--- config.mk ---
export PLATFORM = sky130hd
export DESIGN_NAME = syndrome_bank
export DESIGN_NICKNAME = d
export VERILOG_FILES = /design/src/verilog/bch_synd_pkg.sv /design/src/verilog/syndrome_bank.sv /design/src/verilog/syndrome_lane.sv /design/src/verilog/bit_weight_tree.sv /design/src/verilog/input_delay_line.sv /design/src/verilog/gf_mult.sv
export SDC_FILE = /design/constraint.sdc
export NUM_CORES = 1
export LEC_CHECK = 0
export BUFFER_PORTS_ARGS = -buffer_cell sky130_fd_sc_hd__clkbuf_2
export CORE_MARGIN = 5
export CORE_UTILIZATION = 25
export CTS_BUF_LIST = sky130_fd_sc_hd__clkbuf_16
export DETAILED_ROUTE_END_ITERATION = 10
export PLACE_DENSITY = 0.48
export REMOVE_ABC_BUFFERS = 1
export SETUP_SLACK_MARGIN = 0.4
export SLEW_MARGIN = 0
export SYNTH_ARGS = -nofsm -noshare
export SYNTH_HDL_FRONTEND = slang
export SYNTH_SLANG_ARGS = --single-unit
export TNS_END_PERCENT = 10
--- constraint.sdc ---
create_clock -name clk -period 2 [get_ports clk]
set_input_delay 0 -clock clk [delete_from_list [all_inputs] [get_ports clk]]
set_output_delay 0 -clock clk [all_outputs]
set_load 0.005 [all_outputs]
--- src/verilog/bch_synd_pkg.sv ---
/*
 * Shared field constants, types and elaboration-time helpers for the
 * GF(2^10) BCH syndrome bank. Modules import it inside their bodies.
 */
`default_nettype none

package bch_synd_pkg;

    // field is GF(2^10), polynomial x^10 + x^3 + 1
    localparam int GF_LEN = 10;

    typedef logic [GF_LEN-1:0] gf_elem_t;

    // alpha^-1 = alpha^9 + alpha^2, folded in after a right shift
    // whenever the bit shifted out was set
    localparam gf_elem_t FIELD_SHIFT_BACK = 10'd516;

    // weight of the last bit of a group for lane index 0
    localparam gf_elem_t BIT_WEIGHT_SEED = 10'd580;

    // per-cycle qualifiers, sampled on every rising edge
    typedef struct packed {
        logic en;
        logic sc_en;
        logic init;
        logic done;
    } synd_ctrl_t;

    // multiply by alpha^-1 once
    function automatic gf_elem_t gf_alpha_inv_once(gf_elem_t value);
        gf_elem_t shifted;
        shifted = value >> 1;
        if (value[0]) begin
            shifted = shifted ^ FIELD_SHIFT_BACK;
        end
        return shifted;
    endfunction

    // value * alpha^(-count)
    // meant for constant folding, the loop length is not bounded in hardware
    function automatic gf_elem_t gf_mul_alpha_inv(gf_elem_t value, int unsigned count);
        gf_elem_t result;
        result = value;
        for (int unsigned n = 0; n < count; n++) begin
            result = gf_alpha_inv_once(result);
        end
        return result;
    endfunction

    // order of alpha is 2^10 - 1, so large exponents can be reduced first
    // to keep elaboration loops short
    localparam int unsigned GF_ORDER = (1 << GF_LEN) - 1;

    function automatic int unsigned gf_exp_reduce(int unsigned exponent);
        return exponent % GF_ORDER;
    endfunction

    // constant alpha^(-exponent), with the exponent reduced mod the group order
    function automatic gf_elem_t gf_alpha_inv_pow(int unsigned exponent);
        gf_elem_t one;
        one = gf_elem_t'(1);
        return gf_mul_alpha_inv(one, gf_exp_reduce(exponent));
    endfunction

endpackage

`default_nettype wire
--- src/verilog/syndrome_bank.sv ---
/*
 * Top level of the syndrome bank: an optional input delay line followed by
 * NUM_SYND lanes computing S_1 .. S_NUM_SYND in parallel.
 */
`timescale 1ns/1ps
`default_nettype none

module syndrome_bank #(
    parameter int PARALLELISM = 4,
    parameter int NUM_SYND    = 4,
    parameter int BUF_STAGES  = 2
) (
    input  logic                     clk,
    input  logic                     in_ctr_Srst,
    input  bch_synd_pkg::synd_ctrl_t ctrl,
    input  logic [PARALLELISM-1:0]   bits,
    output bch_synd_pkg::gf_elem_t   syndromes [NUM_SYND]
);
    import bch_synd_pkg::*;

    // controls and bits travel as one word through the delay line
    typedef struct packed {
        synd_ctrl_t             ctrl;
        logic [PARALLELISM-1:0] bits;
    } payload_t;

    payload_t   payload_in;
    payload_t   payload_dly;
    synd_ctrl_t lane_ctrl;

    assign payload_in.ctrl = ctrl;
    assign payload_in.bits = bits;

    input_delay_line #(
        .BUF_STAGES(BUF_STAGES),
        .payload_t (payload_t)
    ) u_delay_line (
        .clk        (clk),
        .in_ctr_Srst(in_ctr_Srst),
        .shift_en   (ctrl.en),
        .din        (payload_in),
        .dout       (payload_dly)
    );

    // a stalled cycle must not re-apply the group held at the line output,
    // so lanes only act when the raw enable is high as well
    always_comb begin
        lane_ctrl    = payload_dly.ctrl;
        lane_ctrl.en = payload_dly.ctrl.en & ctrl.en;
    end

    generate
        for (genvar k = 0; k < NUM_SYND; k++) begin : gen_lane
            syndrome_lane #(
                .PARALLELISM(PARALLELISM),
                .SYND_INDEX (k + 1)
            ) u_lane (
                .clk        (clk),
                .in_ctr_Srst(in_ctr_Srst),
                .ctrl       (lane_ctrl),
                .bits       (payload_dly.bits),
                .syndrome   (syndromes[k])
            );
        end
    endgenerate

endmodule

`default_nettype wire

--- src/verilog/syndrome_lane.sv ---
/*
 * One syndrome S_k: Horner accumulator over groups of PARALLELISM bits
 * plus the captured output register. Driven by init / sc_en / done strobes.
 */
`timescale 1ns/1ps
`default_nettype none

module syndrome_lane #(
    parameter int PARALLELISM = 4,
    parameter int SYND_INDEX  = 1
) (
    input  logic                    clk,
    input  logic                    in_ctr_Srst,
    input  bch_synd_pkg::synd_ctrl_t ctrl,
    input  logic [PARALLELISM-1:0]  bits,
    output bch_synd_pkg::gf_elem_t  syndrome
);
    import bch_synd_pkg::*;

    // feedback scale per group, alpha^-(k * PARALLELISM)
    localparam gf_elem_t STEP = gf_alpha_inv_pow(SYND_INDEX * PARALLELISM);

    gf_elem_t weight_sum;
    gf_elem_t step_prod;
    gf_elem_t next_val;
    gf_elem_t accum_q;
    gf_elem_t synd_q;

    bit_weight_tree #(
        .PARALLELISM(PARALLELISM),
        .SYND_INDEX (SYND_INDEX)
    ) u_weight_tree (
        .bits      (bits),
        .weight_sum(weight_sum)
    );

    gf_mult u_step_mult (
        .a      (accum_q),
        .b      (STEP),
        .product(step_prod)
    );

    // new group folded onto the scaled running value
    assign next_val = weight_sum ^ step_prod;

    // init wins over sc_en
    always_ff @(posedge clk) begin
        if (in_ctr_Srst) begin
            accum_q <= '0;
        end else if (ctrl.en) begin
            if (ctrl.init) begin
                accum_q <= '0;
            end else if (ctrl.sc_en) begin
                accum_q <= next_val;
            end
        end
    end

    // done takes next_val, so the last group may arrive with done
    always_ff @(posedge clk) begin
        if (in_ctr_Srst) begin
            synd_q <= '0;
        end else if (ctrl.en && ctrl.done) begin
            synd_q <= next_val;
        end
    end

    assign syndrome = synd_q;

endmodule

`default_nettype wire

--- src/verilog/bit_weight_tree.sv ---
/*
 * Weights each received bit by its constant alpha power and XOR-reduces
 * the terms to one field element. Purely combinational.
 */
`timescale 1ns/1ps
`default_nettype none

module bit_weight_tree #(
    parameter int PARALLELISM = 4,
    parameter int SYND_INDEX  = 1
) (
    input  logic [PARALLELISM-1:0] bits,
    output bch_synd_pkg::gf_elem_t weight_sum
);
    import bch_synd_pkg::*;

    // nodes of a binary tree in heap order
    // node 0 is the root, leaves sit at PARALLELISM-1 .. 2*PARALLELISM-2
    localparam int NUM_NODES = 2 * PARALLELISM - 1;

    gf_elem_t node [NUM_NODES];

    generate
        // leaves, each bit gated onto its folded weight
        for (genvar i = 0; i < PARALLELISM; i++) begin : gen_leaf
            // bit i is followed by PARALLELISM-1-i newer bits in its group,
            // so it is scaled down by alpha^-k once per later position
            localparam gf_elem_t WEIGHT = gf_mul_alpha_inv(
                BIT_WEIGHT_SEED,
                gf_exp_reduce(SYND_INDEX * (PARALLELISM - 1 - i))
            );

            assign node[PARALLELISM-1+i] = {GF_LEN{bits[i]}} & WEIGHT;
        end

        // inner nodes, each the sum of its two children
        // with a single bit there are no inner nodes and the leaf is the root
        for (genvar j = 0; j < PARALLELISM - 1; j++) begin : gen_node
            assign node[j] = node[2*j+1] ^ node[2*j+2];
        end
    endgenerate

    assign weight_sum = node[0];

endmodule

`default_nettype wire

--- src/verilog/input_delay_line.sv ---
/*
 * Enable-gated shift register that delays controls and data together.
 * BUF_STAGES = 0 turns it into plain wiring.
 */
`timescale 1ns/1ps
`default_nettype none

module input_delay_line #(
    parameter int  BUF_STAGES = 2,
    parameter type payload_t  = logic
) (
    input  logic     clk,
    input  logic     in_ctr_Srst,
    input  logic     shift_en,
    input  payload_t din,
    output payload_t dout
);

    generate
        if (BUF_STAGES == 0) begin : gen_bypass
            // no buffering requested
            assign dout = din;
        end else begin : gen_stages
            payload_t stage_q [BUF_STAGES];

            // whole chain moves only on enabled cycles, so groups in flight
            // keep their spacing across stalls
            always_ff @(posedge clk) begin
                if (in_ctr_Srst) begin
                    for (int s = 0; s < BUF_STAGES; s++) begin
                        stage_q[s] <= '0;
                    end
                end else if (shift_en) begin
                    stage_q[0] <= din;
                    for (int s = 1; s < BUF_STAGES; s++) begin
                        stage_q[s] <= stage_q[s-1];
                    end
                end
            end

            // oldest entry
            assign dout = stage_q[BUF_STAGES-1];
        end
    endgenerate

endmodule

`default_nettype wire

--- src/verilog/gf_mult.sv ---
/*
 * Combinational GF(2^10) multiplier, reduced by x^10 + x^3 + 1.
 * Used as the constant-step feedback multiplier of each lane.
 */
`timescale 1ns/1ps
`default_nettype none

module gf_mult (
    input  bch_synd_pkg::gf_elem_t a,
    input  bch_synd_pkg::gf_elem_t b,
    output bch_synd_pkg::gf_elem_t product
);
    import bch_synd_pkg::*;

    // low terms of the field polynomial, x^10 = x^3 + 1
    // rebuilt from the alpha^-1 constant so the polynomial lives in one place
    localparam gf_elem_t REDUCE = gf_elem_t'({FIELD_SHIFT_BACK, 1'b1});

    // shift-and-add over the bits of b, msb first (Horner in alpha)
    always_comb begin
        gf_elem_t acc;
        acc = '0;
        for (int i = GF_LEN - 1; i >= 0; i--) begin
            // acc * alpha
            if (acc[GF_LEN-1]) begin
                acc = (acc << 1) ^ REDUCE;
            end else begin
                acc = acc << 1;
            end
            // add a where b has a term
            if (b[i]) begin
                acc = acc ^ a;
            end
        end
        product = acc;
    end

endmodule

`default_nettype wire

==> results of run 1 <==
[worst min-delay path, stage by stage]
cell and delay [ns]:
clkbuf_2 0.13, nand4_1 0.28, o21ai_1 0.11
[final cells by class]
cell class / instances / share of cell area, %
Timing Repair Buffer: 96 / 12.1
Tap cell: 220 / 5.14
Clock inverter: 6 / 0.561
Multi-Input combinational cell: 291 / 39.1
Sequential cell: 96 / 38.9
Inverter: 1 / 0.0701
Clock buffer: 9 / 4.20
[power breakdown]
| group | switching, mW | internal, mW |
|---|---|---|
| combinational | 0.265 | 0.267 |
| sequential | 0.0340 | 2.02 |
| clock | 0.727 | 0.822 |
| total | 1.03 | 3.11 |
[cell usage in the layout (no fill, tap or decap), types with 12 or more instances in the layout]
cell type	instances
a211oi_1	14
a21oi_1	24
a22oi_1	18
and2_1	15
buf_4	34
clkbuf_2	49
dfxtp_1	80
edfxtp_1	16
nand2_1	44
nor2_1	55
nor3_1	12
xnor2_1	22
[repair_timing]
action / CTS / global route
setup endpoints to repair: 43 / 64
resized for setup: 11 / 6
pin swaps: 12 / 3
hold endpoints to repair: 8 / 0
setup buffers: 14 / 2
hold buffers: 8 / 0
cloned: 0 / 0
[cell families (layout without fill, tap and decap cells)]
family          count (synthesis)  in the layout
simple gates                  159            159
flops                          96             96
compound gates                 74             74
xor+xnor                       58             58
buf+inv                        32            112
[flip-flops by register name (all words and copies together), names as in the netlist]
| name | flops |
|---|---|
| gen_lane.u_lane.accum_q | 40 |
| gen_lane.u_lane.syndrome | 40 |
| u_delay_line.gen_stages.stage_q | 16 |
[final timing paths]
check / from / to / depth (start not counted)
setup / recovery: u_delay_line.gen_stages.stage_q[0][9] / gen_lane[2].u_lane.syndrome[9] / 4
hold / removal: ctrl[3] / gen_lane[3].u_lane.accum_q[6] / 3
setup reg to reg: u_delay_line.gen_stages.stage_q[0][9] / gen_lane[2].u_lane.syndrome[9] / 4
hold reg to reg: gen_lane[0].u_lane.syndrome[2] / gen_lane[0].u_lane.syndrome[2] / 2
[routing by layer]
layer,global-route usage (%),vias up,wire length [um]
met5,0,-,0
met4,4.23,0,199
met3,2.76,15,359
met2,16.3,54,4480
met1,14.2,1514,4890
li1,-,1607,-
[metrics by stage]
| step | cell area (um^2) | hold WS [ns] | total power [mW] | utilization, % | std cells |
|---|---|---|---|---|---|
| 5_1_grt | 5360 | 0.261 | 4.32 | 32.2 | 719 |
| 6_report | 5360 | 0.223 | 4.13 | 32.2 | 719 |
| 3_5_place_dp | 4830 | 0.282 | 2.56 | 29.0 | 680 |
| 3_3_place_gp | 4830 | 0.277 | 2.55 | 29.0 | 680 |
| 2_1_floorplan | 4130 | 0.0691 | 2.39 | - | 388 |
| 4_1_cts | 5320 | 0.227 | 4.18 | 32.0 | 717 |
==> metrics.yaml, run 1 <==
synth_edf_count: 16
ys_seq_area_share_pct: 48.9
r2r_slack_ns: 0.23
fillerInstances: 1699
ys_types: 41
start_util_pct: 25.6
synthAdderAreaFrac_pct: 0
fin_crit_sh_pct: 88.3
synth.most_common_cell: "dfxtp_1"
clkSinkCount: 96
ios: 50
ys_ff_latch: 96
muxShareOfSynthArea_pct: 0
synthArstFlopShare_pct: 0
drive_gt1_share_pct: 23.4
max_freq_ghz: 0.566
fin_tns_setup_ns: 0
max-slew-margin-rel_pct: 50.1
wl_per_cell_um: 13.8
period_minus_slack_ns: 1.77
grt_pass1_wl_mm: 16.7
synth_xor_area_share_pct: 18.8
max-vdd-ir-drop_v: 0.000377
synthTopCellsByArea: "dfxtp_1, edfxtp_1, xnor2_1"
grt_antenna_before_repair: 0
worst_slack_ns: 0.233
synth_area_um2: 4260
path_max_fanout: 4
antenna_left: 0
regArea_um2: 2080
drtIter0Drc: 217
crit_required_ns: 2.27
firstDrtPassIters: 4
worst_pin_slew_ns: 0.747
vias: 3190
synth_commonest_cells: "dfxtp_1, nor2_1, nand2_1, xnor2_1"
grt_max_degree: 53
die-area_um2: 19700
cts_made_buffers: 9
setup_viol_count_final: 0
clock_path_buffers: 2
row_count: 47
htree_levels: 3
synth.avg_cell_area_um2: 10.2
vias_per_cell: 4.44
port-buffer-count: 49
clk_pin_slew_ns: 0.07
slew_violations: 0
ys.flop_type: "dfxtp_1"
cts_tree: "done"
hold_class: "in2reg"
rsz0062_at_grt: "yes"
synth_top_family_by_area: "XOR/XNOR gates"
hold_viol: 0
die_h_um: 140
cp_slowest_cell: "xnor3_2"
route.detailed.drc: 0
crit_path_end_kind: "flop"
num_antenna_cells: 0
worst-setup-path-type: "reg2reg"
gp_congestion: 0.767
crit_arrival_ns: 2.03
synth-simple-area-share_pct: 17.8
max_stage_delay_ns: 0.54
grt_pass1_vias: 3214
nets: 505
grt_remaining_overflow: 0
critPathTopFamily: "XOR/XNOR gates"
yosys.area.top_type: "dfxtp_1"
clk_latency_ns: 0.35
coreArea_um2: 16600
p_per_area_nw_per_um2: 771
crit_buf_inv: 0
synthToLayoutAreaGrowth_pct: 25.8
routed_wl_mm: 9.93
synth_compound_area_share_pct: 11.3
multi_input_area_um2: 2090
crit_chain: "xnor2_2 -> xnor3_2 -> xnor2_2 -> a211oi_1"
dpl_worst_slack_ns: 0.113
critPathLaunchType: "flop"
grt_usage_pct: 10.6
p_leak_nw: 2.10
fp.dieW_um: 140
yosysTopAreaCellShare_pct: 37.6
netlist_instances: 419
root_buffer: "clkbuf_16"
status: "completed"
dp_hpwl_mm: 6.78
cap_violations: 0
crit_top_cell: "xnor2_2"
fin_skew_ns: 0.0116
ys_warn_count: 0
No activity file was read; power rests on OpenSTA's default activity.
==> run 2: changes to the inputs <==
- ABC_AREA: not set -> 1
- PLACE_DENSITY: 0.48 -> 0.47
==> run 2 against run 1 <==
Compared with the run above: via count rose by 31%; largest power group unchanged; final cell count rose by 43%; sequential share of layout area fell by 4.3 points; design area rose by 13%; die area rose by 18%; global-route usage rose by 0.62 points; critical endpoint is now gen_lane[2].u_lane.accum_q[9]; sequential power barely moved; largest cell class unchanged; non-clock buffer count fell by 20.
==> metrics.yaml, run 2 <==
critPathLaunchType: "flop"
slew_violations: 0
place_area_um2: 5590
grt_usage_pct: 11.2
crit_arrival_ns: 1.78
clk_pin_slew_ns: 0.07
hold_class: "in2reg"
ys.flop_type: "dfxtp_1"
period_minus_slack_ns: 1.50
synthToLayoutAreaGrowth_pct: 19.0
gp_congestion: 0.803
grt_antenna_before_repair: 0
crit_required_ns: 2.29
clkSinkCount: 96
ys_warn_count: 0
final_common_cell: "nand2_1"
yosys.area.top_type: "dfxtp_1"
coreArea_um2: 20100
synth_area_um2: 5070
path_max_fanout: 8
clock_path_buffers: 2
vias_per_cell: 4.07
root_buffer: "clkbuf_16"
synth_commonest_cells: "nand2_1, inv_1, dfxtp_1, a21oi_1, nand3_1"
ys_ff_latch: 96
crit_path_end_kind: "flop"
port-buffer-count: 49
clk_latency_ns: 0.36
die_h_um: 152
max_freq_ghz: 0.667
routed_wl_mm: 12.8
worst-setup-path-type: "reg2reg"
synth.most_common_cell: "nand2_1"
hold_viol: 0
fillerInstances: 2195
cap_violations: 0
drtIter0Drc: 254
ys_types: 37
cts_made_buffers: 9
grt_remaining_overflow: 0
synth_edf_count: 16
cts_tree: "done"
synthArstFlopShare_pct: 0
drive_gt1_share_pct: 16.3
die-area_um2: 23200
ys_seq_area_share_pct: 41.1
grt_pass1_vias: 4012
netlist_instances: 700
fp.dieW_um: 152
max-slew-margin-rel_pct: 52.2
yosysTopAreaCellShare_pct: 31.6
rsz0062_at_grt: "yes"
grt_max_degree: 41
synth.avg_cell_area_um2: 7.24
p_leak_nw: 2.85
status: "completed"
max-vdd-ir-drop_v: 0.000422
power.total_mw: 4.18
final_cell_mix: "nand2_1, inv_1, dfxtp_1, clkbuf_2, a21oi_1"
antenna_left: 0
htree_levels: 3
worst_pin_slew_ns: 0.716
grt_pass1_wl_mm: 21.1
setup_viol_count_final: 0
route.detailed.drc: 0
synthTopCellsByArea: "dfxtp_1, nand2_1, edfxtp_1"
fin_skew_ns: 0.0133
p_per_area_nw_per_um2: 694
vias: 4190
firstDrtPassIters: 4
fin_area_um2: 6030
dp_hpwl_mm: 8.89
num_antenna_cells: 0
ios: 50
row_count: 52
fin_crit_sh_pct: 74.9
wl_per_cell_um: 12.4
start_util_pct: 25.2
nets: 764
## run 2: cell count changes in the layout (fill, tap and decap cells not counted), moves of 25 or more
| cell | change |
|---|---|
| a21oi_1 | +25 |
| inv_1 | +85 |
| nand2_1 | +168 |
| nand3_1 | +28 |
| nor2_1 | -26 |
| o21ai_0 | +27 |
## run 2: worst max-delay path, cell delays in order, from the launching register on
cell	delay, ns
edfxtp_1	0.42
buf_6	0.17
inv_6	0.08
nand2_1	0.05
nand2_1	0.12
nand2_1	0.06
nand2_1	0.12
nand2_1	0.09
nand3_1	0.10
nand3_1	0.09
a21oi_1	0.12
## run 2: final timing paths
path                                                       startpoint                                     to  slack, ns  cells after the start
worst max-delay path            u_delay_line.gen_stages.stage_q[0][8]          gen_lane[2].u_lane.accum_q[9]       0.50                     10
worst max register to register  u_delay_line.gen_stages.stage_q[0][8]          gen_lane[2].u_lane.accum_q[9]       0.50                     10
worst min-delay path                                          ctrl[3]  u_delay_line.gen_stages.stage_q[0][7]       0.06                      3
worst min register to register          gen_lane[0].u_lane.accum_q[2]          gen_lane[0].u_lane.accum_q[2]       0.48                      2
## run 2: where the power goes
| group | internal (mW) | switching, mW | leakage (nW) |
|---|---|---|---|
| clock network | 0.844 | 0.791 | 0.133 |
| registers | 2.01 | 0.0346 | 0.822 |
| logic | 0.186 | 0.316 | 1.89 |
| total | 3.04 | 1.14 | 2.85 |
## run 2: what timing repair did
item                                    CTS  global route
endpoints found under the setup margin   22            15
hold buffers                              7             0
gates resized for setup                   0            14
pin swaps                                 0             3
endpoints found under the hold margin     7             0
buffers inserted                          4             4
## run 2: per-stage QoR
step	util, %	setup TNS, ns	instances	hold slack, ns	worst slack (ns)
2_1_floorplan	-	-15.09	667	0.0624	-0.474
3_5_place_dp	27.8	0	998	0.300	0.286
6_report	30.0	0	1029	0.0628	0.502
5_1_grt	30.0	0	1029	0.0815	0.363
4_1_cts	29.6	0	1025	0.0754	0.447
3_3_place_gp	27.8	0	998	0.299	0.345
## run 2: final cells by class
| type | count | area (um^2) | share of cell area [%] |
|---|---|---|---|
| Sequential cell | 96 | 2080 | 34.6 |
| Clock inverter | 7 | 46.3 | 0.768 |
| Inverter | 94 | 363 | 6.02 |
| Clock buffer | 9 | 225 | 3.74 |
| Multi-Input combinational cell | 477 | 2470 | 41.0 |
| Timing Repair Buffer | 76 | 499 | 8.28 |
| Tap cell | 270 | 338 | 5.60 |
## run 2: kinds of logic (layout without fill, tap and decap cells)
family,Yosys count,count (layout),synth area share [%]
AO/OA/AOI/OAI,114,114,13.0
XOR/XNOR,57,57,10.2
buffers and inverters,127,186,10.6
flip-flops,96,96,41.1
AND/OR/NAND/NOR,306,306,25.2
## run 2: routing by layer
layer	up-vias	GRT usage [%]	wire [um]
met3	14	1.79	321
met4	0	4.54	218
met5	-	0	0
met1	1835	15.2	6540
met2	55	17.8	5680
li1	2286	-	-
==> run 3: changes to the inputs <==
- PLACE_DENSITY: 0.47 -> 0.49
- clock period: 2 -> 1.3 ns (I/O delays scaled with it)
==> run 3 against run 2 <==
Compared with the run above: the run now ends with negative setup slack left; core utilization rose by 4.3 points; wire length rose by 3.1%; critical path depth did not move; sequential cell count did not move; first-iteration DRC count fell by 28%; via count rose by 6.5%; setup slack got worse by 0.65 ns; largest power group unchanged.
==> metrics.yaml, run 3 (same netlist as run 2, synthesis figures left out) <==
worst_slack_ns: -0.152
fin_cells: 1087
dp_hpwl_mm: 9.30
reg2reg_from: "u_delay_line.gen_stages.stage_q[0][11]"
grt_remaining_overflow: 0
fin_skew_ns: 0.0131
ios: 50
hold_start: "ctrl[3]"
fp.dieW_um: 152
crit_required_ns: 1.53
nets: 822
critPathLaunchType: "flop"
die-area_um2: 23200
p_per_area_nw_per_um2: 1030
max-slew-margin-rel_pct: 70.5
vias: 4462
grt_pass1_vias: 4311
dp_cells: 1051
row_count: 52
regArea_um2: 2090
die_h_um: 152
final_common_cell: "nand2_1"
multi_input_area_um2: 2780
violations: "negative setup slack"
p_leak_nw: 3.25
fin_crit_sh_pct: 112
hold_class: "in2reg"
final_cell_mix: "nand2_1, inv_1, dfxtp_1, buf_4, clkbuf_2"
period_minus_slack_ns: 1.45
clk_latency_ns: 0.36
clock_path_buffers: 2
cts_tree: "done"
num_antenna_cells: 0
cap_violations: 0
start_util_pct: 25.2
grt_usage_pct: 11.4
crit_start: "u_delay_line.gen_stages.stage_q[0][11]"
path_max_fanout: 3
power.total_mw: 7.12
cts_made_buffers: 9
htree_levels: 3
grt_pass1_wl_mm: 21.6
max_freq_ghz: 0.689
synthToLayoutAreaGrowth_pct: 36.1
port-buffer-count: 49
hold_viol: 0
routed_wl_mm: 13.2
slew_violations: 0
root_buffer: "clkbuf_16"
drive_gt1_share_pct: 29.1
fillerInstances: 2115
max-vdd-ir-drop_v: 0.000649
crit_path_end_kind: "flop"
crit_arrival_ns: 1.68
worst-setup-path-type: "reg2reg"
gp_congestion: 0.811
coreArea_um2: 20100
drtIter0Drc: 184
wl_per_cell_um: 12.1
clk_pin_slew_ns: 0.07
vias_per_cell: 4.10
route.detailed.drc: 0
worst_pin_slew_ns: 0.442
setup_viol_count_final: 42
status: "complete, but fails checks"
rsz0062_at_grt: "yes"
clkSinkCount: 96
grt_max_degree: 35
antenna_left: 0
firstDrtPassIters: 4
grt_antenna_before_repair: 0
-- run 3: worst max-delay path, cell delays in order, from the launching register on --
cell,delay [ns]
edfxtp_1,0.43
buf_4,0.17
nand2_1,0.08
inv_1,0.05
nor2_2,0.12
nand2_1,0.07
nand2_2,0.08
buf_4,0.10
nand2_1,0.06
nand3_1,0.09
a21oi_1,0.07
-- run 3: metrics by stage --
stage / utilization, % / hold WS [ns] / cell area [um^2] / setup TNS, ns / setup slack, ns
global route: 34.3 / 0.0432 / 6900 / -8.56 / -0.260
global placement: 29.8 / 0.291 / 6000 / -5.66 / -0.259
floorplan: - / 0.0624 / 4890 / -47.76 / -1.17
detailed placement: 29.8 / 0.299 / 6000 / -6.60 / -0.263
finish: 34.3 / 0.0272 / 6900 / -2.98 / -0.152
CTS: 32.9 / 0.0228 / 6610 / -4.45 / -0.190
-- run 3: final cells by class --
class                      instances  share of cell area [%]
clock buffer                       9                    3.27
clock inverter                     7                    1.49
inverter                          94                    5.37
multi-input combinational        477                    40.4
sequential                        96                    30.4
tap                              270                    4.90
timing repair buffer             134                    14.3
-- run 3: power by group --
part,internal (mW),leakage (nW),switching [mW]
registers,3.10,0.826,0.0460
logic,0.435,2.27,0.562
clock network,1.71,0.162,1.27
total,5.24,3.25,1.88
-- run 3: path summary, 6_finish.rpt --
kind | end | slack (ns) | depth (start not counted)
max | gen_lane[2].u_lane.accum_q[2] | -0.15 | 10
max reg2reg | gen_lane[2].u_lane.accum_q[2] | -0.15 | 10
min reg2reg | gen_lane[1].u_lane.accum_q[8] | 0.48 | 2
min | u_delay_line.gen_stages.stage_q[0][7] | 0.03 | 3
-- run 3: routing by layer --
layer | GRT usage, % | up-vias | wire (um)
met3 | 1.96 | 13 | 304
met5 | 0 | - | 0
li1 | - | 2395 | -
met4 | 3.98 | 0 | 211
met1 | 15.4 | 2009 | 6520
met2 | 18.4 | 45 | 6120
-- run 3: repair_timing --
item,in CTS,in global routing
gates resized for setup,42,56
pin swaps,24,14
buffers inserted,5,8
hold endpoints to repair,7,0
setup endpoints to repair,80,80
hold buffers,7,0
